===== src/common/zmem_pkg.sv =====
/* Widths, types, reset pages and DRAM timing shared by the paged memory RTL.
   Modules pull it in with a wildcard import in the body. */

`default_nettype none

package zmem_pkg;

	//////////////////////////////////////////////////////////////////////////
	// memory map

	// four 16K windows in the Z80 space
	localparam int NUM_WIN = 4;

	// 48K layout: ROM, screen page, page 2, page 0
	localparam logic [7:0] PAGE_RESET_0 = 8'd0;
	localparam logic [7:0] PAGE_RESET_1 = 8'd5;
	localparam logic [7:0] PAGE_RESET_2 = 8'd2;
	localparam logic [7:0] PAGE_RESET_3 = 8'd0;

	// word offset inside a 16K page
	localparam int WOFF_W = 13;

	//////////////////////////////////////////////////////////////////////////
	// video and DRAM

	localparam logic [7:0] SCREEN_PAGE = 8'd5;
	localparam int SCREEN_WORDS = 256;

	// the model keeps only this many words, upper address bits fold away
	localparam int MEM_WORDS = 4096;
	localparam int MEM_AW = $clog2(MEM_WORDS);

	// accept to done, in fclk cycles
	localparam int DRAM_SLOT = 4;
	localparam int SLOT_W = $clog2(DRAM_SLOT + 1);

	//////////////////////////////////////////////////////////////////////////
	// types

	typedef logic [15:0] zaddr_t;
	typedef logic [7:0] zdata_t;
	typedef logic [7:0] page_t;
	typedef logic [$clog2(NUM_WIN)-1:0] win_t;
	typedef logic [$bits(page_t)+WOFF_W-1:0] waddr_t;
	typedef logic [15:0] word_t;
	typedef logic [1:0] bsel_t;

	typedef enum logic [1:0]
	{
		CS_IDLE,
		CS_DRAM,
		CS_ACK
	} ctrl_state_t;

	typedef enum logic [1:0]
	{
		DS_IDLE,
		DS_BUSY,
		DS_DONE
	} dram_state_t;

endpackage

`default_nettype wire


===== src/design/video_fetch.sv =====
/* Screen fetcher. While enabled it reads the screen page word by word
   through the arbiter and hands each word out with its index. */

`timescale 1ns/10ps
`default_nettype none

module video_fetch
(
	input  wire                  fclk,
	input  wire                  rst_n,

	input  wire                  video_ena,

	// DRAM master side, reads only
	output logic                 vid_req,
	output zmem_pkg::waddr_t     vid_waddr,
	input  wire                  vid_done,
	input  wire zmem_pkg::word_t vid_rdata,

	// pixel word stream
	output zmem_pkg::word_t      pix_word,
	output logic [7:0]           pix_index,
	output logic                 pix_valid
);

	import zmem_pkg::*;

	logic [7:0] word_cnt;

	assign vid_waddr = {SCREEN_PAGE, {(WOFF_W - 8){1'b0}}, word_cnt};

	// request stays up across words, drops only at the end of an access
	always_ff @(posedge fclk or negedge rst_n)
	begin
		if (!rst_n)
		begin
			vid_req   <= 1'b0;
			word_cnt  <= '0;
			pix_valid <= 1'b0;
		end
		else
		begin
			pix_valid <= vid_done;
			if (!vid_req)
				vid_req <= video_ena;
			else if (vid_done)
			begin
				vid_req <= video_ena;
				if (word_cnt == 8'(SCREEN_WORDS - 1))
					word_cnt <= '0;
				else
					word_cnt <= word_cnt + 8'd1;
			end
		end
	end

	// returned word and the index it was fetched from
	always_ff @(posedge fclk)
	begin
		if (vid_done)
		begin
			pix_word  <= vid_rdata;
			pix_index <= word_cnt;
		end
	end

endmodule

`default_nettype wire


===== config.mk =====
export PLATFORM = sky130hd
export DESIGN_NAME = video_fetch
export DESIGN_NICKNAME = d
export VERILOG_FILES = /design/src/common/zmem_pkg.sv /design/src/design/video_fetch.sv
export SDC_FILE = /design/constraint.sdc
export NUM_CORES = 1
export LEC_CHECK = 0
export BUFFER_PORTS_ARGS = -buffer_cell sky130_fd_sc_hd__buf_2
export CAP_MARGIN = 20
export CORE_MARGIN = 10
export CORE_UTILIZATION = 30
export DETAILED_ROUTE_END_ITERATION = 12
export GPL_TIMING_DRIVEN = 0
export PLACE_DENSITY = 0.59
export SYNTH_ARGS = -nofsm -noshare
export SYNTH_HDL_FRONTEND = slang
export SYNTH_SLANG_ARGS = --single-unit

===== constraint.sdc =====
create_clock -name fclk -period 1.7 [get_ports fclk]
set_input_delay 0.17 -clock fclk [delete_from_list [all_inputs] [get_ports fclk]]
set_output_delay 0.17 -clock fclk [all_outputs]
set_load 0.02 [all_outputs]

==> metrics.md <==
| Metric | Value |
|---|---|
| Fin crit share | 84.7% |
| TritonCTS buffer count | 5 |
| Post-DP Area | 0.00165 mm2 |
| Register Area | 971 um2 |
| Clk_lat worst skew | 0.28 ns |
| Most common cell in the netlist | edfxtp_1 |
| Global-route wire length before repair | 4660 um |
| Pre-antenna DRT Iters | 2 |
| CTS tree | yes |
| Final setup fails | 0 |
| Int Power | 1.54 mW |
| ANT cells | 0 |
| Post-route ant nets | 0 |
| Minimum clock period | 1.44 ns |
| Placed Cells | 193 |
| Die H | 85.4 um |
| Register area share after synthesis | 75.8% |
| Clock skew | 0.00277 ns |
| Sw frac | 33.4% |
| Setup TNS Final | 0 ns |
| Fraction of power consumed by combinational cells | 25.1% |
| Total gr overflow | 0 |
| Startpoint types | register |
| Ports | 67 |
| Fillers | 374 |
| Area grow syn2layout | 35.7% |
| CP Max Fanout | 5 |
| CTS Sinks | 34 |
| Max Cap Viol | 0 |
| Hold Fails Final Rpt | 0 |
| Clk pwr share | 23.3% |
| Worst IR Drop VDD | 0.402 mV |
| Antenna violations before repair | 0 |
| Yosys top cell area share | 56.3% |
| Die Footprint | 0.00728 mm2 |
| Core area | 0.00406 mm2 |
| Port Buffers | 53 |
| DR vias/cell | 4.22 |
| Post-synthesis register bit count | 34 |
| Final nets | 172 |
| Total GRT Usage | 8.18% |
| Slew @ Worst Pin | 0.595 ns |
| Starting density of the core | 31.6% |
| Final WL | 3030 um |
| Yosys warns | 0 |
| Area of the multi-input gates | 246 um2 |
| Sequential power share | 51.6% |
| Critical Path Start | word_cnt[0] |
| Reg2reg start | word_cnt[0] |
| Row count | 23 |
| CP Capture Type | register |
| DRC violations left | 0 |
| Crit path capture | word_cnt[5] |
| Commonest cells in the netlist | edfxtp_1 (24), buf_4 (13), dfrtp_1 (10) |
| Max Slew Vio Count | 0 |
| Hold path startpoint | vid_rdata[0] |
| Placer Congestion | 0.728 |
| Design area | 0.00174 mm2 |
| R2R depth | 4 |
| Post-synthesis cell type count | 25 |
| Reg2reg end | word_cnt[5] |
| HPWL Detailed | 2360 um |
| Synthesized area | 0.00128 mm2 |
| H-tree depth | 2 |
| WP data required | 1.86 ns |
| R2r setup slk | 0.26 ns |
| Hold Crit Class | input port to register |
| Worst Path Arrival | 1.60 ns |
| Cells after Synth | 79 |
| Post-synth top area cell | edfxtp_1 |
| Ys async rst share | 29.4% |
| Vias in the first global route | 912 |
| Initial DRC count | 23 |
| Worst hold margin | 0.0599 ns |
| DR WL/cell | 15.1 um |
| Root Buffer | clkbuf_8 |
| Post-route insts no fill | 201 |
| Worst-path clk slew | 0.06 ns |
| Total power | 2.31 mW |
| EDFF count, synth | 24 |
| Crit Path Category | register to register |
| Run status | completed |
| Pwr Density | 1330 mW/mm2 |
| Leakage | 0.774 nW |
| Die X | 85.4 um |
| Avg Inst Size Synth | 16.2 um2 |
| Most used DFF post-synth | edfxtp_1 |
| Switching pwr | 0.772 mW |
| Max clock buf depth | 2 |
| Postcts setup bufs | 0 |
| F_max | 0.695 GHz |
| Ratio of cells with drive above 1 in the final layout | 51.7% |
| Vias | 849 |
| Rel. slew slack | 60.4% |
| RSZ-0062 raised after global routing | no |
| Synth area leaders | edfxtp_1 (56%), dfrtp_1 (20%), buf_4 (7.6%) |
| Largest net degree at the start of global routing | 30 |
[per-stage QoR]
step                      setup WS, ns  util (%)
after global routing             0.146      42.9
after global placement           0.139      40.7
after detailed placement        0.0434      40.7
final                            0.260      42.9
after floorplan                  0.267         -
after CTS                        0.255      42.9
[placed cells by master (no fill, tap or decap), drive strengths merged, types with 2 or more instances in the layout]
master	instances
buf	66
clkbuf	5
clkinv	2
conb	13
dfrtp	10
edfxtp	24
inv	2
nand2	4
nand3	3
nand4	2
nor4	2
o21ai	2
xnor2	3
[power by group through the flow]
stage               sequential (mW)  clock [mW]  combinational (mW)
finish                         1.20       0.538               0.580
global route                   1.22       0.602               0.638
CTS                            1.20       0.565               0.593
detailed placement             1.21           0               0.586
global placement               1.20           0               0.572
floorplan                      1.37           0               0.178
[worst min-delay path by stage]
| stage | end | cells past startpoint |
|---|---|---|
| final | pix_word[0] | 1 |
| after global routing | pix_word[8] | 1 |
| after CTS | pix_word[6] | 1 |
| after detailed placement | pix_valid | 1 |
| after global placement | vid_req | 1 |
| after floorplan | pix_valid | 0 |
[critical path, cell delays in order (launching register included)]
cell and delay [ns]:
dfrtp_1 0.46, ha_1 0.22, and4_2 0.26, nand3_1 0.09, a221o_1 0.30
[routing by layer]
metal	track usage, %	routed length (um)
met1	8.62	1280
met2	12.5	1320
met3	4.78	373
met4	4.49	62
met5	0	0
[registers in the layout, indices dropped and copies added (netlist names)]
| register | flops |
|---|---|
| vid_req | 1 |
| word_cnt | 8 |
| pix_word | 16 |
| pix_valid | 1 |
| pix_index | 8 |
[layout make-up]
cell class	count	area share [%]
plain buffers	13	5.61
clock buffers	5	3.96
clock inverters	2	0.576
inverters	2	0.432
multi-input cells	41	14.2
flip-flops and latches	34	55.8
well taps	50	3.60
repair buffers	54	15.8
[logic make-up (layout without fill, tap and decap cells)]
group	count (synthesis)	in the layout	synth area share, %
buffers and inverters	15	76	8.20
AO/OA/AOI/OAI	7	7	3.81
XOR/XNOR	4	4	2.73
other	2	13	0.586
adder cells (fa/ha/maj)	1	1	0.976
AND/OR/NAND/NOR	15	15	7.03
multiplexers	1	1	0.879
flip-flops	34	34	75.8
[what timing repair did]
action | CTS | global route
hold buffers | 1 | 0
gates resized for setup | 0 | 0
hold endpoints to repair | 10 | 0
(Power assumes the default switching activity.)
