$ cat src/common/zmem_pkg.sv
/* Widths, types, reset pages and DRAM timing shared by the paged memory RTL.
   Modules pull it in with a wildcard import in the body. */

`default_nettype none

package zmem_pkg;

	//////////////////////////////////////////////////////////////////////////
	// memory map

	// four 16K windows in the Z80 space
	localparam int NUM_WIN = 4;

	// 48K layout: ROM, screen page, page 2, page 0
	localparam logic [7:0] PAGE_RESET_0 = 8'd0;
	localparam logic [7:0] PAGE_RESET_1 = 8'd5;
	localparam logic [7:0] PAGE_RESET_2 = 8'd2;
	localparam logic [7:0] PAGE_RESET_3 = 8'd0;

	// word offset inside a 16K page
	localparam int WOFF_W = 13;

	//////////////////////////////////////////////////////////////////////////
	// video and DRAM

	localparam logic [7:0] SCREEN_PAGE = 8'd5;
	localparam int SCREEN_WORDS = 256;

	// the model keeps only this many words, upper address bits fold away
	localparam int MEM_WORDS = 4096;
	localparam int MEM_AW = $clog2(MEM_WORDS);

	// accept to done, in fclk cycles
	localparam int DRAM_SLOT = 4;
	localparam int SLOT_W = $clog2(DRAM_SLOT + 1);

	//////////////////////////////////////////////////////////////////////////
	// types

	typedef logic [15:0] zaddr_t;
	typedef logic [7:0] zdata_t;
	typedef logic [7:0] page_t;
	typedef logic [$clog2(NUM_WIN)-1:0] win_t;
	typedef logic [$bits(page_t)+WOFF_W-1:0] waddr_t;
	typedef logic [15:0] word_t;
	typedef logic [1:0] bsel_t;

	typedef enum logic [1:0]
	{
		CS_IDLE,
		CS_DRAM,
		CS_ACK
	} ctrl_state_t;

	typedef enum logic [1:0]
	{
		DS_IDLE,
		DS_BUSY,
		DS_DONE
	} dram_state_t;

endpackage

`default_nettype wire

$ cat src/design/cpu_port.sv
/* Wishbone classic slave for the Z80 side. Bit 16 of the address selects
   the page registers, otherwise the access goes through a window into DRAM. */

`timescale 1ns/10ps
`default_nettype none

module cpu_port
(
	input  wire                   fclk,
	input  wire                   rst_n,

	// wishbone classic slave
	input  wire                   wb_cyc,
	input  wire                   wb_stb,
	input  wire                   wb_we,
	input  wire [16:0]            wb_adr,
	input  wire zmem_pkg::zdata_t wb_dat_w,
	output zmem_pkg::zdata_t      wb_dat_r,
	output logic                  wb_ack,

	// DRAM master side
	output logic                  cpu_req,
	output zmem_pkg::waddr_t      cpu_waddr,
	output logic                  cpu_rnw,
	output zmem_pkg::word_t       cpu_wdata,
	output zmem_pkg::bsel_t       cpu_bsel,
	input  wire                   cpu_done,
	input  wire zmem_pkg::word_t  cpu_rdata
);

	import zmem_pkg::*;

	ctrl_state_t state;
	page_t rd_page;
	page_t xlat_page;
	logic start;
	logic is_io;
	logic rom_wr;

	assign start = (state == CS_IDLE) && wb_cyc && wb_stb;
	assign is_io = wb_adr[16];
	// window 0 holds ROM, writes there are swallowed
	assign rom_wr = !is_io && wb_we && (wb_adr[15:14] == 2'd0);

	page_regs u_page_regs
	(
		.fclk     (fclk),
		.rst_n    (rst_n),
		.wr       (start && is_io && wb_we),
		.wr_win   (wb_adr[1:0]),
		.wr_page  (wb_dat_w),
		.rd_win   (wb_adr[1:0]),
		.rd_page  (rd_page),
		.xlat_win (wb_adr[15:14]),
		.xlat_page(xlat_page)
	);

	always_ff @(posedge fclk or negedge rst_n)
	begin
		if (!rst_n)
			state <= CS_IDLE;
		else
		begin
			case (state)
				CS_IDLE:
					if (start)
						state <= (is_io || rom_wr) ? CS_ACK : CS_DRAM;
				CS_DRAM:
					if (cpu_done)
						state <= CS_ACK;
				default:
					state <= CS_IDLE;
			endcase
		end
	end

	// master holds the bus request until ack, so the fields follow it directly
	assign cpu_req   = (state == CS_DRAM);
	assign cpu_waddr = {xlat_page, wb_adr[13:1]};
	assign cpu_rnw   = !wb_we;
	assign cpu_wdata = {2{wb_dat_w}};
	assign cpu_bsel  = wb_adr[0] ? 2'b10 : 2'b01;
	assign wb_ack    = (state == CS_ACK);

	always_ff @(posedge fclk)
	begin
		if (start && is_io)
			wb_dat_r <= rd_page;
		else if ((state == CS_DRAM) && cpu_done)
			wb_dat_r <= wb_adr[0] ? cpu_rdata[15:8] : cpu_rdata[7:0];
	end

	a_ack_in_cycle: assert property (@(posedge fclk) disable iff (!rst_n)
		wb_ack |-> wb_stb)
		else $error("wb_ack raised without wb_stb");

endmodule

`default_nettype wire

$ cat src/design/page_regs.sv
/* Window page registers of the Z80 memory map.
   Written and read back from the I/O space, and used to translate CPU addresses. */

`timescale 1ns/10ps
`default_nettype none

module page_regs
(
	input  wire                  fclk,
	input  wire                  rst_n,

	// register write from the I/O space
	input  wire                  wr,
	input  wire zmem_pkg::win_t  wr_win,
	input  wire zmem_pkg::page_t wr_page,

	// read-back path
	input  wire zmem_pkg::win_t  rd_win,
	output zmem_pkg::page_t      rd_page,

	// translation path, window taken from address bits 15:14
	input  wire zmem_pkg::win_t  xlat_win,
	output zmem_pkg::page_t      xlat_page
);

	import zmem_pkg::*;

	page_t pages [NUM_WIN];

	// reset to the 48K layout
	always_ff @(posedge fclk or negedge rst_n)
	begin
		if (!rst_n)
		begin
			pages[0] <= PAGE_RESET_0;
			pages[1] <= PAGE_RESET_1;
			pages[2] <= PAGE_RESET_2;
			pages[3] <= PAGE_RESET_3;
		end
		else if (wr)
		begin
			pages[wr_win] <= wr_page;
		end
	end

	// two independent read ports
	always_comb
	begin
		rd_page = pages[rd_win];
	end

	always_comb
	begin
		xlat_page = pages[xlat_win];
	end

endmodule

`default_nettype wire

$ cat config.mk
export PLATFORM = sky130hd
export DESIGN_NAME = cpu_port
export DESIGN_NICKNAME = d
export VERILOG_FILES = /design/src/common/zmem_pkg.sv /design/src/design/cpu_port.sv /design/src/design/page_regs.sv
export SDC_FILE = /design/constraint.sdc
export NUM_CORES = 1
export LEC_CHECK = 0
export BUFFER_PORTS_ARGS = -buffer_cell sky130_fd_sc_hd__clkbuf_2
export CORE_ASPECT_RATIO = 0.6
export CORE_UTILIZATION = 49
export CTS_CLUSTER_DIAMETER = 40
export DETAILED_ROUTE_END_ITERATION = 8
export MAX_ROUTING_LAYER = met4
export PLACE_DENSITY = 0.82
export RECOVER_POWER = 100
export SETUP_SLACK_MARGIN = 0.02
export SKIP_CTS_REPAIR_TIMING = 1
export SYNTH_ARGS = -nofsm -noshare
export SYNTH_HDL_FRONTEND = slang
export SYNTH_SLANG_ARGS = --single-unit
export TNS_END_PERCENT = 20
$ cat constraint.sdc
create_clock -name fclk -period 2.51 [get_ports fclk]
set_clock_uncertainty 0.05 [all_clocks]
set_input_delay 0.1255 -clock fclk [delete_from_list [all_inputs] [get_ports fclk]]
set_output_delay 0.1255 -clock fclk [all_outputs]
set_load 0.01 [all_outputs]
==> impl_results.md, run 1 <==
* Outcome: finished with violations
* Failing checks: max-capacitance violations, max-slew violations
* Global route overflow at 0
* Number of clock buffers inserted by TritonCTS at 5
* Register area share after synthesis at between 40% and 50%
* Type of the tightest min-delay check: in -> reg
* Mux contribution to synthesized area at a little over a third
* Slowest CP cell: or3b_1
* CP top delay family: simple AND/OR/NAND/NOR gates
* WP data required at between 2 and 2.5 ns
* Die width at about 94 um
* Setup crit end kind: register
* Largest family of logic cells by synthesized area: multiplexers
* Crit path to: wb_dat_r[4]
* Critical Path Start: state[0]
* Non-Filler Instances at 276
* Count leader, synth: mux2_2
* Final worst-path cycle share at between 80% and 90%
* Yosys warning count at 0
* CP arrival at around 2.0 ns
* RSZ-0062 raised after global routing: no
* Final Cell Area at ~2700 sq um
* Pwr per Cell Area at roughly 640 nW/um^2
* Ratio of cells with drive above 1 in the final layout at around half
* Final ANT Viol Nets at 0
* WP depth at 3
* DRT Wirelength at 4.810 mm
* Nets at roughly 260
* Avg Cell Area, Syn at 14.82 sq um
* Setup violators final at 0
* Max H-tree Level at 2
* DP Cell Count at ~270
* Reg2Reg Setup Slack at 0.46 ns
* Synth top area share at about a third
* Final hold violations at 0
* Gr usage total at 20.12%
* Vias in the first global route at about 1500
* IO buf count at 72
* Core area at ~4700 sq um
* Worst r2r src: state[0]
* Async set-reset flop share out of synthesis at approximately four fifths
* Crit Path Category: reg -> reg
* Die H at between 50 and 60 um
* Startpoint types: register
* Die area at about 5300 sq um
* Clock period minus final worst setup slack at 2.045 ns
* #FFs+latches synth at 42
* Final hold slack at roughly 0.036 ns
* Worst-Skew Late Latency at between 0.2 and 0.3 ns
* Crit path buf inv count at 0
* Synthesized-area fraction occupied by and/or/nand/nor cells at roughly 7.7%
* Worst r2r path cells at 3
* Synth unique cells at 22
* Longest Clk Path Bufs at 2
* Post-place setup slack at 0.5053 ns
* Overall Power at ~1.7 mW
* FP Rows at 19
* Setup TNS at 0 ns
* Worst vdd ir at 0.2912 mV
* # diodes at 0
* Final slew viol count at 35
* Top cells by area, synth: dfrtp_1 31%, mux2_2 22%, mux4_2 15%
* Starting DRC count in detailed routing at 37
* Pin count of the biggest net entering global routing at 35
* Net Count, Synth at between 200 and 250
* 1st-pass router iterations at 4
* Area leader, netlist: dfrtp_1
* Fin worst setup slack at 0.4647 ns
* Area grow syn2layout at 9.302%
* CTS tree: yes
* Crit path cell chain: or3b_1 -> or2_0 -> nand2_1
* Synth top cells by count: 48 x mux2_2, 31 x buf_4, 31 x dfrtp_1
* Worst-path clk slew at 0.07 ns
* Slew at the pin closest to its max-slew limit at approximately 1.8 ns
* Fmax at roughly 0.49 GHz
* Xor/xnor cell area share of the yosys netlist at 0%
* Post-synth EDFFs at 8
* Vias at ~1500
* Vias per cell at between 5 and 6
* Static Leak at approximately 1.1 nW
* Initial Utilization at between 50% and 60%
* DR DRC count at 0
* Placed inst area at between 2000 and 3000 sq um
* Clk sinks at 42
* Rel. slew slack at -18.54%
* Ys flop type: dfrtp_1
* Syn Inst Count at between 150 and 200
* Post-layout util at about 57%
* FF-to-FF End: wb_dat_r[4]
* GPL Wtd Cong at 0.8312
* WL/cell at ~17 um
* Synth Area in Compound Gates at less than 1%
* Max incr delay on CP at ~0.46 ns
* Synthesized area at roughly 2500 sq um
* Number of max-cap violations at 1
* Root Buffer: clkbuf_8
* Adder-cell area share of the yosys netlist at 0%
* Initial antenna violation count at 0
* First-pass GRT wire length at between 7 and 8 mm
* IO Count at 97
* Max FO, Critical Path at 9
==> sequential cells by signal, indices dropped and copies added, names as in the netlist <==
signal	cells
state	2
u_page_regs.pages	32
wb_dat_r	8
==> worst reg2reg max path: cells and delay by family (launching register included) <==
family | cells | cell delay [ns]
AND/OR/NAND/NOR | 3 | 1.22
flip-flops | 1 | 0.45
==> power by group <==
group	internal [mW]	switching (mW)	leakage (nW)
sequential	0.820	0.0766	0.510
combinational	0.242	0.187	0.582
clock	0.198	0.219	0.0395
total	1.26	0.482	1.13
==> worst min path at each step <==
| stage | startpoint | to | depth (start not counted) |
|---|---|---|---|
| after floorplan | rst_n | state[0] | 0 |
| after global placement | wb_adr[2] | cpu_waddr[1] | 0 |
| after detailed placement | rst_n | u_page_regs.pages[14] | 1 |
| after CTS | rst_n | u_page_regs.pages[12] | 1 |
| after global routing | cpu_done | state[1] | 3 |
| final | cpu_done | state[1] | 3 |
==> logic make-up after synthesis <==
logic type             Yosys count
multiplexers                    64
flip-flops                      42
AO/OA/AOI/OAI                    3
AND/OR/NAND/NOR                 18
buffers and inverters           40
==> per-layer routing <==
metal | vias up | part of all wire [%] | global-route usage [%]
li1 | 681 | - | -
met1 | 781 | 46 | 28.08
met2 | 68 | 44 | 29.82
met3 | 5 | 8.3 | 5.200
met4 | 0 | 0.87 | 4.835
met5 | - | 0 | -
==> cell usage in the layout, fill, tap and decap left out <==
cell type      count
or2_0              1
nand4bb_4          1
nand3_1            1
or3b_1             1
or4_1              1
clkbuf_8           5
dfstp_2            3
nand2_1            5
mux2_1             1
mux4_2            16
nor3b_1            1
dfrtp_1           31
buf_4              1
and2b_1            1
a21oi_1            2
dlygate4sd3_1      1
or2b_1             1
inv_1              4
nor4_4             4
clkbuf_2          33
edfxtp_1           8
clkbuf_1          42
nor2b_1            1
mux2_2            47
o2111ai_1          1
==> area by class of cell <==
cell class	count	area (sq um)
fillers	412	2002
inverters	4	15.01
well taps	63	78.83
flip-flops and latches	42	1095
repair buffers	74	329.1
multi-input cells	85	1107
clock buffers	8	80.08
Power figures use the tool's default switching activity.
==> inputs of run 2 (changes only) <==
==> constraint.sdc (replaced) <==
create_clock -name fclk -period 1.9 [get_ports fclk]
set_clock_uncertainty 0.05 [all_clocks]
set_input_delay 0.095 -clock fclk [delete_from_list [all_inputs] [get_ports fclk]]
set_output_delay 0.095 -clock fclk [all_outputs]
set_load 0.01 [all_outputs]
==> impl_results.md, run 2 (synthesis gave the netlist of run 1 again) <==
* Biggest register: u_page_regs.pages
* Flop pwr share at 50.6% (-0.9 points)
* FP Rows at 19 (unchanged)
* Initial antenna violation count at 0 (unchanged)
* Die area at 5348 sq um (unchanged)
* Outcome: finished, final reports clean
* Max FO, Critical Path at 9 (unchanged)
* 1st-pass router iterations at 4 (unchanged)
* Type of the tightest min-delay check: in -> reg
* Switching part of the total at 27.04% (-0.64 points)
* Number of max-cap violations at 0 (-1)
* Most common cell after layout, fill and taps aside: mux2_2
* Rel. slew slack at 43.24% (+62 points)
* RSZ-0062 raised after global routing: no
* Die H at 57.05 um (unchanged)
* Final ANT Viol Nets at 0 (unchanged)
* Initial Utilization at 52.58% (unchanged)
* CTS tree: yes
* IO Count at 97 (unchanged)
* Crit Path Category: reg -> reg
* Setup TNS at 0 ns (unchanged)
* Vias at 1545 (+0.65%)
* Gr usage total at 20.88% (+0.76 points)
* Setup crit end kind: register
* Sw Pwr at 633.3 uW (+31%)
* Worst-path clk slew at 0.08 ns (about the same)
* Final hold violations at 0 (unchanged)
* Final slew viol count at 0 (-100%)
* Internal at 1.709 mW (+36%)
* Starting DRC count in detailed routing at 62 (+68%)
* IO buf count at 72 (unchanged)
* Longest Clk Path Bufs at 2 (unchanged)
* GPL Wtd Cong at 0.8042 (-3.2%)
* Most frequent cells in the layout: 48 x mux2_2, 40 x clkbuf_1, 35 x clkbuf_2, 31 x dfrtp_1, 16 x mux4_2
* Reg area at 1095 sq um (unchanged)
* CP arrival at 1.81 ns (-0.16 ns)
* Core area at 4707 sq um (unchanged)
* Largest registers: u_page_regs.pages: 32 flops, wb_dat_r: 8 flops, state: 2 flops
* Worst vdd ir at 0.5232 mV (+80%)
* Fmax at 0.5515 GHz (+13%)
* Clock power share at 25.0% (+1.1 points)
* Slew at the pin closest to its max-slew limit at 0.8514 ns (-0.9267 ns)
* First-pass GRT wire length at 7.728 mm (+3.2%)
* Global route overflow at 0 (unchanged)
* Max reg flops at 32 (unchanged)
* Comb pwr share at 24.5% (about the same)
* Pwr per Cell Area at 842.1 nW/um^2 (+31%)
* Vias per cell at 5.459 (-1.8%)
* Max H-tree Level at 2 (unchanged)
* Clock period minus final worst setup slack at 1.813 ns (-0.2320 ns)
* Nets at 266 (+2.7%)
* # diodes at 0 (unchanged)
* Final hold slack at 0.004659 ns (-0.03181 ns)
* WL/cell at 17.37 um (-0.32%)
* DRT Wirelength at 4.916 mm (+2.2%)
* Crit path buf inv count at 0 (unchanged)
* CP top delay family: simple AND/OR/NAND/NOR gates
* Max incr delay on CP at 0.43 ns (-0.03 ns)
* DR DRC count at 0 (unchanged)
* Worst-Skew Late Latency at 0.29 ns (about the same)
* WP data required at 1.90 ns (-0.53 ns)
* Multi-input gate area at 1110 sq um (+0.23%)
* Setup violators final at 0 (unchanged)
* Slowest CP cell: or3b_1
* Root Buffer: clkbuf_8
* Die width at 93.75 um (unchanged)
* Startpoint types: register
* Static Leak at 1.180 nW (+4.4%)
* Clk sinks at 42 (unchanged)
* Final worst-path cycle share at 95.44% (+14 points)
* Vias in the first global route at 1503 (+1.8%)
* Ratio of cells with drive above 1 in the final layout at 55.45% (+3.8 points)
* Filler cells at 401 (-2.7%)
* Area grow syn2layout at 12.39%
* Crit path cell chain: or3b_1 -> or2_2 -> mux2_2
* Number of clock buffers inserted by TritonCTS at 5 (unchanged)
* Pin count of the biggest net entering global routing at 35 (unchanged)
==> run 2: metrics by stage <==
| stage | power (mW) | area, sq um | std cells | utilization, % | worst slack (ns) |
|---|---|---|---|---|---|
| 4_1_cts | 2.396 | 2821 | 282 | 59.94 | 0.07517 |
| 3_3_place_gp | 1.776 | 2731 | 274 | 58.03 | 0.1210 |
| 6_report | 2.342 | 2781 | 283 | 59.09 | 0.08666 |
| 2_1_floorplan | 1.619 | 2475 | 167 | - | 0.05035 |
| 3_5_place_dp | 1.799 | 2731 | 274 | 58.03 | 0.08805 |
| 5_1_grt | 2.474 | 2781 | 283 | 59.09 | 0.03317 |
==> run 2: layer usage <==
metal | wire (um) | vias to the layer above | GRT usage (%)
met5 | 0 | - | -
met4 | 36 | 0 | 4.176
met3 | 361 | 5 | 8.133
met2 | 2182 | 63 | 30.97
met1 | 2336 | 775 | 27.56
li1 | - | 702 | -
==> run 2: final timing paths <==
path / start / end / slack [ns] / cells past startpoint
max reg2reg: state[0] / wb_dat_r[5] / 0.09 / 3
min: cpu_done / state[1] / 0.005 / 3
max: state[0] / wb_dat_r[5] / 0.09 / 3
max in group asynchronous: rst_n / u_page_regs.pages[2] / 0.88 / 2
min in group asynchronous: rst_n / u_page_regs.pages[11] / 0.38 / 2
min reg2reg: u_page_regs.pages[10] / u_page_regs.pages[10] / 0.48 / 1
==> run 2: power groups by stage <==
stage	registers, mW	clock network (mW)	logic [mW]
after floorplan	1.17	0	0.445
after global placement	1.19	0	0.586
after detailed placement	1.20	0	0.600
after CTS	1.18	0.612	0.601
after global routing	1.21	0.647	0.621
final	1.18	0.585	0.573
==> run 2: final cells by class <==
| class | count | share of cell area [%] |
|---|---|---|
| Inverter | 4 | 0.5398 |
| Sequential cell | 42 | 39.36 |
| Multi-Input combinational cell | 85 | 39.90 |
| Tap cell | 63 | 2.834 |
| Timing Repair Buffer | 81 | 14.13 |
| Clock buffer | 8 | 3.239 |
==> run 2: tightest hold or removal path, delay by kind of cell <==
kind,cells,cell delay (ns)
AO/OA/AOI/OAI,1,0.06
buffers and inverters,1,0.09
AND/OR/NAND/NOR,1,0.07
