### src/common/zmem_pkg.sv
/* Widths, types, reset pages and DRAM timing shared by the paged memory RTL.
   Modules pull it in with a wildcard import in the body. */

`default_nettype none

package zmem_pkg;

	//////////////////////////////////////////////////////////////////////////
	// memory map

	// four 16K windows in the Z80 space
	localparam int NUM_WIN = 4;

	// 48K layout: ROM, screen page, page 2, page 0
	localparam logic [7:0] PAGE_RESET_0 = 8'd0;
	localparam logic [7:0] PAGE_RESET_1 = 8'd5;
	localparam logic [7:0] PAGE_RESET_2 = 8'd2;
	localparam logic [7:0] PAGE_RESET_3 = 8'd0;

	// word offset inside a 16K page
	localparam int WOFF_W = 13;

	//////////////////////////////////////////////////////////////////////////
	// video and DRAM

	localparam logic [7:0] SCREEN_PAGE = 8'd5;
	localparam int SCREEN_WORDS = 256;

	// the model keeps only this many words, upper address bits fold away
	localparam int MEM_WORDS = 4096;
	localparam int MEM_AW = $clog2(MEM_WORDS);

	// accept to done, in fclk cycles
	localparam int DRAM_SLOT = 4;
	localparam int SLOT_W = $clog2(DRAM_SLOT + 1);

	//////////////////////////////////////////////////////////////////////////
	// types

	typedef logic [15:0] zaddr_t;
	typedef logic [7:0] zdata_t;
	typedef logic [7:0] page_t;
	typedef logic [$clog2(NUM_WIN)-1:0] win_t;
	typedef logic [$bits(page_t)+WOFF_W-1:0] waddr_t;
	typedef logic [15:0] word_t;
	typedef logic [1:0] bsel_t;

	typedef enum logic [1:0]
	{
		CS_IDLE,
		CS_DRAM,
		CS_ACK
	} ctrl_state_t;

	typedef enum logic [1:0]
	{
		DS_IDLE,
		DS_BUSY,
		DS_DONE
	} dram_state_t;

endpackage

`default_nettype wire

### src/dram/dram_arbiter.sv
/* Arbiter between the CPU port and the video fetcher for the single DRAM.
   Alternates on conflict and keeps the grant until the access is done. */

`timescale 1ns/10ps
`default_nettype none

module dram_arbiter
(
	input  wire                   fclk,
	input  wire                   rst_n,

	// CPU master
	input  wire                   cpu_req,
	input  wire zmem_pkg::waddr_t cpu_waddr,
	input  wire                   cpu_rnw,
	input  wire zmem_pkg::word_t  cpu_wdata,
	input  wire zmem_pkg::bsel_t  cpu_bsel,
	output logic                  cpu_done,
	output zmem_pkg::word_t       cpu_rdata,

	// video master, reads whole words
	input  wire                   vid_req,
	input  wire zmem_pkg::waddr_t vid_waddr,
	output logic                  vid_done,
	output zmem_pkg::word_t       vid_rdata,

	// to the controller
	output logic                  dram_req,
	output zmem_pkg::waddr_t      dram_waddr,
	output logic                  dram_rnw,
	output zmem_pkg::word_t       dram_wdata,
	output zmem_pkg::bsel_t       dram_bsel,
	input  wire                   dram_done,
	input  wire zmem_pkg::word_t  dram_rdata
);

	import zmem_pkg::*;

	logic busy;
	logic last_vid;
	logic pick_vid;
	logic grant_cpu;
	logic grant_vid;

	// on conflict the master that lost last time wins
	assign pick_vid = vid_req && (!cpu_req || !last_vid);

	// while busy the last winner is the current owner
	assign grant_vid = busy ? last_vid : pick_vid;
	assign grant_cpu = busy ? !last_vid : (cpu_req && !pick_vid);

	always_ff @(posedge fclk or negedge rst_n)
	begin
		if (!rst_n)
		begin
			busy     <= 1'b0;
			last_vid <= 1'b0;
		end
		else if (!busy)
		begin
			if (cpu_req || vid_req)
			begin
				busy     <= 1'b1;
				last_vid <= pick_vid;
			end
		end
		else if (dram_done)
			busy <= 1'b0;
	end

	assign dram_req   = (grant_cpu && cpu_req) || (grant_vid && vid_req);
	assign dram_waddr = grant_vid ? vid_waddr : cpu_waddr;
	assign dram_rnw   = grant_vid ? 1'b1 : cpu_rnw;
	assign dram_wdata = cpu_wdata;
	assign dram_bsel  = grant_vid ? 2'b11 : cpu_bsel;

	assign cpu_done  = dram_done && grant_cpu;
	assign vid_done  = dram_done && grant_vid;
	assign cpu_rdata = dram_rdata;
	assign vid_rdata = dram_rdata;

	a_one_grant: assert property (@(posedge fclk) disable iff (!rst_n)
		!(grant_cpu && grant_vid))
		else $error("both DRAM masters granted");

endmodule

`default_nettype wire

### config.mk
export PLATFORM = sky130hd
export DESIGN_NAME = dram_arbiter
export DESIGN_NICKNAME = d
export VERILOG_FILES = /design/src/common/zmem_pkg.sv /design/src/dram/dram_arbiter.sv
export SDC_FILE = /design/constraint.sdc
export NUM_CORES = 1
export LEC_CHECK = 0
export BUFFER_PORTS_ARGS = -buffer_cell sky130_fd_sc_hd__buf_2
export CAP_MARGIN = 20
export CORE_MARGIN = 2
export CORE_UTILIZATION = 33
export CTS_BUF_LIST = sky130_fd_sc_hd__clkbuf_2 sky130_fd_sc_hd__clkbuf_4 sky130_fd_sc_hd__clkbuf_8
export CTS_CLUSTER_DIAMETER = 40
export CTS_CLUSTER_SIZE = 40
export DETAILED_ROUTE_END_ITERATION = 6
export GPL_TIMING_DRIVEN = 0
export HOLD_SLACK_MARGIN = 0.02
export MAX_ROUTING_LAYER = met4
export PLACE_DENSITY_LB_ADDON = 0.1
export SETUP_SLACK_MARGIN = 0.5
export SKIP_LAST_GASP = 1
export SYNTH_ARGS = -nofsm -noshare
export SYNTH_HDL_FRONTEND = slang
export SYNTH_SLANG_ARGS = --single-unit
### constraint.sdc
create_clock -name fclk -period 1.4 [get_ports fclk]
set_input_delay 0.21 -clock fclk [delete_from_list [all_inputs] [get_ports fclk]]
set_output_delay 0.21 -clock fclk [all_outputs]
set_load 0.01 [all_outputs]
==> results of run 1 <==
## synthesized netlist by cell type, drive strengths merged
cell type	number	area, um2
mux2i	64	640.6
buf	56	419.2
a21oi	4	20.02
nand2b	4	25.02
dfrtp	2	50.05
nand2	2	7.510
nor2	2	7.510
o21ai	2	10.01
a21boi	1	18.77
inv	1	3.750
nor2b	1	6.260
nor3	1	5.000
## metrics by stage
| step | setup TNS, ns | utilization, % | cell area, um2 | hold WS, ns | cells |
|---|---|---|---|---|---|
| 2_1_floorplan | 0 | - | 1239 | -0.08559 | 140 |
| 3_3_place_gp | -2.485 | 53.23 | 1919 | -0.004428 | 312 |
| 3_5_place_dp | -2.590 | 53.23 | 1919 | -0.004770 | 312 |
| 4_1_cts | -8.219 | 57.74 | 2082 | 0.2060 | 323 |
| 5_1_grt | -9.756 | 60.41 | 2178 | 0.2386 | 329 |
| 6_report | -7.751 | 60.41 | 2178 | 0.2174 | 329 |
## worst max-delay path, stage by stage (launching register included)
cell and delay (ns):
dfrtp_1 0.36, buf_6 0.13, a21boi_4 0.18, buf_6 0.15, buf_16 0.11, mux2i_1 0.17, mux2i_1 0.08, buf_2 0.15
## cell type report
| cell class | count | area [um2] |
|---|---|---|
| Timing Repair Buffer | 138 | 774.5 |
| Clock buffer | 3 | 41.29 |
| Multi-Input combinational cell | 81 | 794.5 |
| Buffer | 56 | 454.2 |
| Fill cell | 340 | 1428 |
| Tap cell | 48 | 60.06 |
| Inverter | 1 | 3.754 |
| Sequential cell | 2 | 50.05 |
## what timing repair did
item                       in CTS  in global routing
gates resized for setup        12                 11
cloned                          1                  0
buffers inserted                6                  6
setup endpoints to repair      28                 29
hold endpoints to repair        2                  0
pin swaps                       2                  5
hold buffers                    1                  0
## flip-flops by register name, summed over array words and instances (netlist names)
signal / cells
busy: 1
last_vid: 1
## power breakdown
part / switching (W) / leakage, nW / internal [W] / total [W]
Clock: 0.0000444 / 0.0216 / 0.000182 / 0.000226
Combinational: 0.000661 / 1.27 / 0.000825 / 0.00149
Sequential: 0.00000720 / 0.0231 / 0.0000716 / 0.0000788
Total: 0.000712 / 1.32 / 0.00108 / 0.00179
## logic make-up after synthesis
family / share of synthesized area, %
compound gates: 4.021
buf+inv: 34.84
flops: 4.124
mux: 52.78
simple gates: 4.227
## path summary, 6_finish.rpt
check,startpoint,end,slack (ns),cells after the start
max,last_vid,dram_waddr[3],-0.35,7
min in group asynchronous,rst_n,busy,0.32,2
min reg2reg,busy,busy,0.78,4
min,dram_done,busy,0.22,2
max in group asynchronous,rst_n,last_vid,0.98,2
max reg2reg,last_vid,last_vid,0.33,5
## metal layers
metal | vias to the layer above | global-route usage (%)
met2 | 93 | 30.73
met5 | - | -
met1 | 641 | 15.29
li1 | 720 | -
met3 | 0 | 2.951
met4 | 0 | 4.255
==> results_dict.tcl, run 1 <==
set metrics [dict create \
    finalClockSkew_ns 0.0005601 \
    finalSetupViolCount 27 \
    grt_pass1_vias 1301 \
    cts_tree "done" \
    antenna_cells 0 \
    grt_pass1_wl_um 5175 \
    dpl.hpwl_um 2866 \
    portBuffers 124 \
    fmax_mhz 571.4 \
    post_drt_wl_per_cell_um 10.75 \
    status "complete, but fails checks" \
    ys_warn_count 0 \
    period_share_pct 125.0 \
    cts_buffers 3 \
    fin_nets 365 \
    die_h_um 64.65 \
    place_ws_ns -0.1540 \
    highest_layer "met3" \
    cts_root_buf "clkbuf_8" \
    drv_cap 0 \
    ys_seq_elements 2 \
    cp.arrival_ns 1.54 \
    rsz0062_at_grt "true" \
    die_w_um 64.65 \
    clk_pin_slew_ns 0.03 \
    io_pins 157 \
    hold_class "in -> reg" \
    peakVddDrop_mv 0.3498 \
    ant_nets 0 \
    period_minus_slack_ns 1.750 \
    drt_iter0_drc 20 \
    critPathKind "reg -> out" \
    cp_max_fo 5 \
    synthesis.area_um2 1214 \
    cp-end-kind "output pin" \
    drt_wl_total_um 3538 \
    power-per-cell-area_nw_per_um2 821.9 \
    hold_viol_final 0 \
    via_count 1454 \
    seq_area_frac_synth_pct 4.124 \
    die_area_um2 4179 \
    critPathRequiredTime_ns 1.19 \
    synthCells 140 \
    relSlewSlack_pct 86.03 \
    clk_latency_ns 0.21 \
    synth_cell_type_count 14 \
    total_power_w 0.001790 \
    violations "setup timing" \
    placementRows 22 \
    grt_overflow 0 \
    design.core.area_um2 3606 \
    route.met2.wl_um 1886 \
    place_congestion 0.7522 \
    dr.pass1.iters 4 \
    vias_per_cell 4.419 \
    drc 0 \
    grt_max_degree 11 \
    area_growth_pct 79.48 \
    fin_ws_ns -0.3502 \
    start_util_pct 33.66 \
    worst_pin_slew_ns 0.2073 \
    antenna_found_initial 0 \
    final_cell_mix "buf_2 (124), mux2i_1 (63), buf_4 (55)" \
    wl_met1_um 1264 \
    drive_above_1_share_pct 72.95 \
    wl_met3_um 387 \
    finalMaxSlewViolations 0 \
    syn_nets 222 \
    htree_levels 1 \
    clock_sinks 2 \
    final_common_cell "buf_2" \
    crit_path_start_kind "flip-flop" \
    track_usage_pct 15.51 \
    avgSynthCellArea_um2 8.669 \
    clockBufferDepth 2 \
    leakage_nw 1.316 \
]
(Power assumes the default switching activity.)
==> inputs of run 2 (changes only) <==
--- a/config.mk
+++ b/config.mk
@@ -7,7 +7,7 @@
 export LEC_CHECK = 0
 export BUFFER_PORTS_ARGS = -buffer_cell sky130_fd_sc_hd__buf_2
 export CAP_MARGIN = 20
-export CORE_MARGIN = 2
+export CORE_MARGIN = 3
 export CORE_UTILIZATION = 33
 export CTS_BUF_LIST = sky130_fd_sc_hd__clkbuf_2 sky130_fd_sc_hd__clkbuf_4 sky130_fd_sc_hd__clkbuf_8
 export CTS_CLUSTER_DIAMETER = 40
==> results_dict.tcl, run 2 (synthesized netlist as in run 1, its figures left out) <==
set metrics [dict create \
    grt_max_degree 11 \
    cts_buffers 3 \
    fmax_mhz 562.1 \
    dpl.hpwl_um 3051 \
    drt_wl_total_um 3820 \
    grt_overflow 0 \
    worstReg2RegStart "last_vid" \
    grt_util_met3_pct 2.024 \
    r2r_cells 6 \
    leakage_nw 1.315 \
    regToRegSetupSlack_ns 0.25 \
    status "complete, but fails checks" \
    io_pins 157 \
    worst_pin_slew_ns 0.1842 \
    placementRows 21 \
    crit_path_start_kind "flip-flop" \
    fin_nets 365 \
    clk_latency_ns 0.21 \
    power-per-cell-area_nw_per_um2 857.6 \
    cp-end-kind "output pin" \
    grt_pass1_wl_um 5092 \
    crit_family "buffers and inverters" \
    r2r-end "last_vid" \
    period_minus_slack_ns 1.779 \
    hold_class "in -> reg" \
    finalMaxSlewViolations 0 \
    met2_usage_pct 28.59 \
    max_stage_delay_ns 0.36 \
    top_regs "busy: 1 flops, last_vid: 1 flops" \
    final_area_um2 2171 \
    portBuffers 124 \
    cp.arrival_ns 1.57 \
    min_to "busy" \
    fin_tns_setup_ns -8.373 \
    cp_max_fo 10 \
    relSlewSlack_pct 87.46 \
    start_util_pct 35.26 \
    post_drt_wl_per_cell_um 11.68 \
    clock_sinks 2 \
    critPathKind "reg -> out" \
    antenna_found_initial 0 \
    violations "setup timing" \
    cts_root_buf "clkbuf_8" \
    holdWs_ns 0.2058 \
    fin_ws_ns -0.3789 \
    critPathSlowestCell "dfrtp_1" \
    path_buf_inv 3 \
    cts_tree "done" \
    total_power_w 0.001862 \
    clockBufferDepth 2 \
    gr-usage-met1_pct 15.26 \
    antenna_cells 0 \
    grt-busiest-layer "met2" \
    whs_path_depth 2 \
    vias_per_cell 4.456 \
    area_growth_pct 78.87 \
    dr.pass1.iters 2 \
    period_share_pct 127.1 \
    critPathRequiredTime_ns 1.19 \
    drt_iter0_drc 29 \
    die_w_um 66.65 \
    clk_pin_slew_ns 0.03 \
    finalSetupViolCount 27 \
    hold_start "dram_done" \
    htree_levels 1 \
    crit_chain "buf_6 > a21boi_4 > buf_6 > mux2i_1 > mux2i_1 > buf_2" \
    final_common_cell "buf_2" \
    grt_pass1_vias 1267 \
    placed_cell_area_um2 1917 \
    rsz0062_at_grt "true" \
    hold_viol_final 0 \
    die_area_um2 4442 \
    ant_nets 0 \
    final_cell_mix "buf_2 (124), mux2i_1 (63), buf_4 (56)" \
    drv_cap 0 \
    die_h_um 66.65 \
    cp-startpoint "last_vid" \
    drc 0 \
    finalClockSkew_ns 0.003458 \
    via_count 1457 \
    track_usage_pct 14.58 \
    drive_above_1_share_pct 72.24 \
    design.core.area_um2 3442 \
    peakVddDrop_mv 0.3297 \
    stdcell_count 327 \
    placedCellCount 310 \
    place_congestion 0.6796 \
]
-- run 2: worst reg2reg max path, delay by kind of cell, from the launching register on --
kind | cells | cell delay, ns
DFF | 1 | 0.36
buffers and inverters | 4 | 0.53
AOI/OAI and AO/OA | 2 | 0.14
-- run 2: layout make-up --
type	instances	area, um2
Sequential cell	2	50.05
Clock buffer	3	41.29
Timing Repair Buffer	138	780.7
Fill cell	320	1271
Inverter	1	3.754
Tap cell	46	57.56
Buffer	56	459.2
Multi-Input combinational cell	81	778.2
-- run 2: metrics by stage --
stage	setup slack, ns	util (%)
floorplan	0.05191	-
global placement	-0.1531	55.69
detailed placement	-0.1403	55.69
CTS	-0.3499	61.03
global route	-0.4565	63.07
finish	-0.3789	63.07
-- run 2: how the worst max path moves through the flow --
| stage | endpoint | depth (start not counted) |
|---|---|---|
| floorplan | dram_waddr[0] | 5 |
| global placement | dram_waddr[13] | 6 |
| detailed placement | dram_waddr[13] | 6 |
| CTS | dram_waddr[2] | 7 |
| global route | dram_waddr[6] | 7 |
| finish | dram_waddr[17] | 6 |
-- run 2: routing by layer --
layer  part of all wire (%)  vias to the layer above
li1                       -                      722
met1                     35                      648
met2                     54                       85
met3                     11                        2
met4                   0.50                        0
met5                      0                        -
-- run 2: report_power, final --
group / internal, W / switching [W] / total, W
Clock: 0.000182 / 0.0000457 / 0.000228
Combinational: 0.000879 / 0.000678 / 0.00156
Sequential: 0.0000716 / 0.00000650 / 0.0000781
-- run 2: timing repair --
item,in CTS,in global routing
setup endpoints to repair,28,29
cloned,1,1
setup buffers,9,2
resized for setup,11,8
hold endpoints to repair,2,0
pin swaps,0,2
hold buffers,1,0
==> inputs of run 3 (changes only) <==
--- a/config.mk
+++ b/config.mk
@@ -5,10 +5,11 @@
 export SDC_FILE = /design/constraint.sdc
 export NUM_CORES = 1
 export LEC_CHECK = 0
+export ABC_AREA = 1
 export BUFFER_PORTS_ARGS = -buffer_cell sky130_fd_sc_hd__buf_2
 export CAP_MARGIN = 20
 export CORE_MARGIN = 3
-export CORE_UTILIZATION = 33
+export CORE_UTILIZATION = 27
 export CTS_BUF_LIST = sky130_fd_sc_hd__clkbuf_2 sky130_fd_sc_hd__clkbuf_4 sky130_fd_sc_hd__clkbuf_8
 export CTS_CLUSTER_DIAMETER = 40
 export CTS_CLUSTER_SIZE = 40
==> results_dict.tcl, run 3 <==
set metrics [dict create \
    fmax_mhz 629.6 \
    antenna_found_initial 0 \
    finalMaxSlewViolations 0 \
    seq_area_frac_synth_pct 5.997 \
    violations "setup timing" \
    hold_viol_final 0 \
    grt_overflow 0 \
    combPwrFrac_pct 88.8 \
    critPathSlowestCell "dfrtp_2" \
    ys.flop_type "dfrtp_1" \
    clock_sinks 2 \
    syn_nets 222 \
    swShare_pct 44.09 \
    fin_ws_ns -0.1884 \
    die_w_um 61.60 \
    period_share_pct 113.5 \
    synthesis.area_um2 834.6 \
    portBuffers 124 \
    cts_buffers 3 \
    drv_cap 0 \
    placementRows 19 \
    p_switching_w 0.0009362 \
    synth_area_leaders "buf_4 (45%), nand2_1 (20%), nand3_1 (14%), dfrtp_1 (6.0%), buf_6 (2.7%)" \
    synth_cell_type_count 15 \
    fin_nets 360 \
    placedCellCount 295 \
    met2_usage_pct 26.01 \
    drt_iter0_drc 35 \
    cp_max_fo 10 \
    r2r_cells 4 \
    crit_path_start_kind "flip-flop" \
    clkPwrFrac_pct 5.9 \
    synthCells 140 \
    finalSetupViolCount 27 \
    gr-usage-met1_pct 15.24 \
    synth_edf_count 0 \
    peakVddDrop_mv 0.7626 \
    grt_max_degree 11 \
    die_h_um 61.60 \
    grt_util_met3_pct 2.306 \
    stdcell_count 307 \
    synth_top_area_share_pct 44.98 \
    utilization_pct 66.01 \
    worst_pin_slew_ns 0.1741 \
    synth_common_cells "buf_4 (50), nand2_1 (45), nand3_1 (23), inv_1 (5), or2_1 (3)" \
    critPathKind "reg -> out" \
    power-per-cell-area_nw_per_um2 1128 \
    clk_latency_ns 0.22 \
    path_buf_inv 2 \
    design.core.area_um2 2853 \
    via_count 1276 \
    synth-async-reset-ratio_pct 100.0 \
    cpMostUsedCell "nand2_2" \
    avgSynthCellArea_um2 5.961 \
    clk_pin_slew_ns 0.03 \
    ant_nets 0 \
    status "complete, but fails checks" \
    vias_per_cell 4.156 \
    drt_wl_total_um 3451 \
    finalClockSkew_ns 0.00006527 \
    ys_seq_elements 2 \
    post_drt_wl_per_cell_um 11.24 \
    place_congestion 0.7510 \
    start_util_pct 29.25 \
    dr.pass1.iters 4 \
    crit_chain "nand2_2 > nand3_4 > buf_4 > nand3_1 > nand2_2 > buf_6" \
    antenna_cells 0 \
    relSlewSlack_pct 88.39 \
    synth_most_common_cell "buf_4" \
    final_cell_mix "buf_2 (102), buf_4 (53), nand2_2 (33)" \
    crit_cells 6 \
    hold_class "in -> reg" \
    area_growth_pct 125.6 \
    max_stage_delay_ns 0.43 \
    leakage_nw 1.146 \
    seqPwrFrac_pct 5.3 \
    htree_levels 1 \
    cp-end-kind "output pin" \
    grt_pass1_vias 1018 \
    track_usage_pct 13.89 \
    cts_root_buf "clkbuf_4" \
    yosys.area.top_type "buf_4" \
    critPathRequiredTime_ns 1.19 \
    grt_pass1_wl_um 3988 \
    rsz0062_at_grt "true" \
    die_area_um2 3794 \
    drive_above_1_share_pct 83.70 \
    fillers 276 \
    clockBufferDepth 2 \
    drc 0 \
    io_pins 157 \
    top_regs "busy: 1 flops, last_vid: 1 flops" \
    cp.arrival_ns 1.38 \
    final_common_cell "buf_2" \
    intPower_w 0.001187 \
    period_minus_slack_ns 1.588 \
    dpl.hpwl_um 2740 \
    grt-busiest-layer "met2" \
    cts_tree "done" \
    crit_family "flip-flops" \
    ys_warn_count 0 \
    whs_path_depth 2 \
]
## run 3: cell count changes in the layout (fill, tap and decap cells not counted), moves of 3 or more
| cell | previous run | this run |
|---|---|---|
| buf_6 | 7 | 29 |
| clkbuf_8 | 3 | 0 |
| nand2_4 | 0 | 3 |
| nand2_2 | 0 | 33 |
| buf_2 | 124 | 102 |
| or2_1 | 0 | 3 |
| nand2_1 | 2 | 10 |
| mux2i_1 | 63 | 0 |
| buf_4 | 56 | 53 |
| nand2b_1 | 3 | 0 |
| nand3_1 | 0 | 22 |
## run 3: per-layer routing
metal	routed length, um	share of wire (%)	vias to the layer above
li1	-	-	666
met1	1177	34	532
met2	1897	55	78
met3	376	11	0
met4	0	0	0
met5	0	0	-
## run 3: cell type report
cell class | instances | area, um2 | share of cell area [%]
inverter | 5 | 18.77 | 0.9967
multi-input combinational | 80 | 491.7 | 26.11
timing repair buffer | 132 | 835.8 | 44.39
clock buffer | 3 | 22.52 | 1.196
tap | 31 | 38.79 | 2.060
buffer | 54 | 424.2 | 22.52
sequential | 2 | 51.30 | 2.724
## run 3: what timing repair did
action,4_1_cts,5_1_grt
gates cloned,2,1
pin swaps,1,4
setup endpoints to repair,28,29
buffers inserted,3,2
hold buffers,1,0
resized for setup,5,46
hold endpoints to repair,2,0
## run 3: final timing paths
path,to,slack [ns],start
max,dram_waddr[1],-0.19,last_vid
min in group asynchronous,last_vid,0.30,rst_n
min reg2reg,last_vid,0.61,last_vid
max reg2reg,last_vid,0.40,last_vid
min,busy,0.19,dram_done
max in group asynchronous,last_vid,1.00,rst_n
## run 3: cell families (layout without fill, tap and decap cells)
group | Yosys count | after routing | share of synthesized area [%]
DFF | 2 | 2 | 5.997
and+or+nand+nor | 74 | 75 | 39.28
buffers and inverters | 59 | 194 | 51.12
AOI/OAI and AO/OA | 5 | 5 | 3.598
## run 3: per-stage QoR
stage               hold slack (ns)  setup slack, ns  instance area (um2)  total power, W  setup TNS [ns]
CTS                          0.1795          -0.1723                 1647        0.001688          -3.782
detailed placement        -0.003335          0.03697                 1565        0.001455               0
finish                       0.1880          -0.1884                 1883        0.002123          -4.297
global placement          -0.001671          0.04133                 1565        0.001454               0
global route                 0.2004          -0.2487                 1883        0.002289          -6.137
floorplan                  -0.08559           0.2440                905.9       0.0009846               0
## run 3: power groups by stage
| stage | Combinational, W | Clock, W | Sequential, W |
|---|---|---|---|
| after floorplan | 0.000883 | 0 | 0.000102 |
| after global placement | 0.00135 | 0 | 0.000106 |
| after detailed placement | 0.00135 | 0 | 0.000106 |
| after CTS | 0.00145 | 0.000134 | 0.000102 |
| after global routing | 0.00204 | 0.000136 | 0.000114 |
| final | 0.00189 | 0.000126 | 0.000113 |
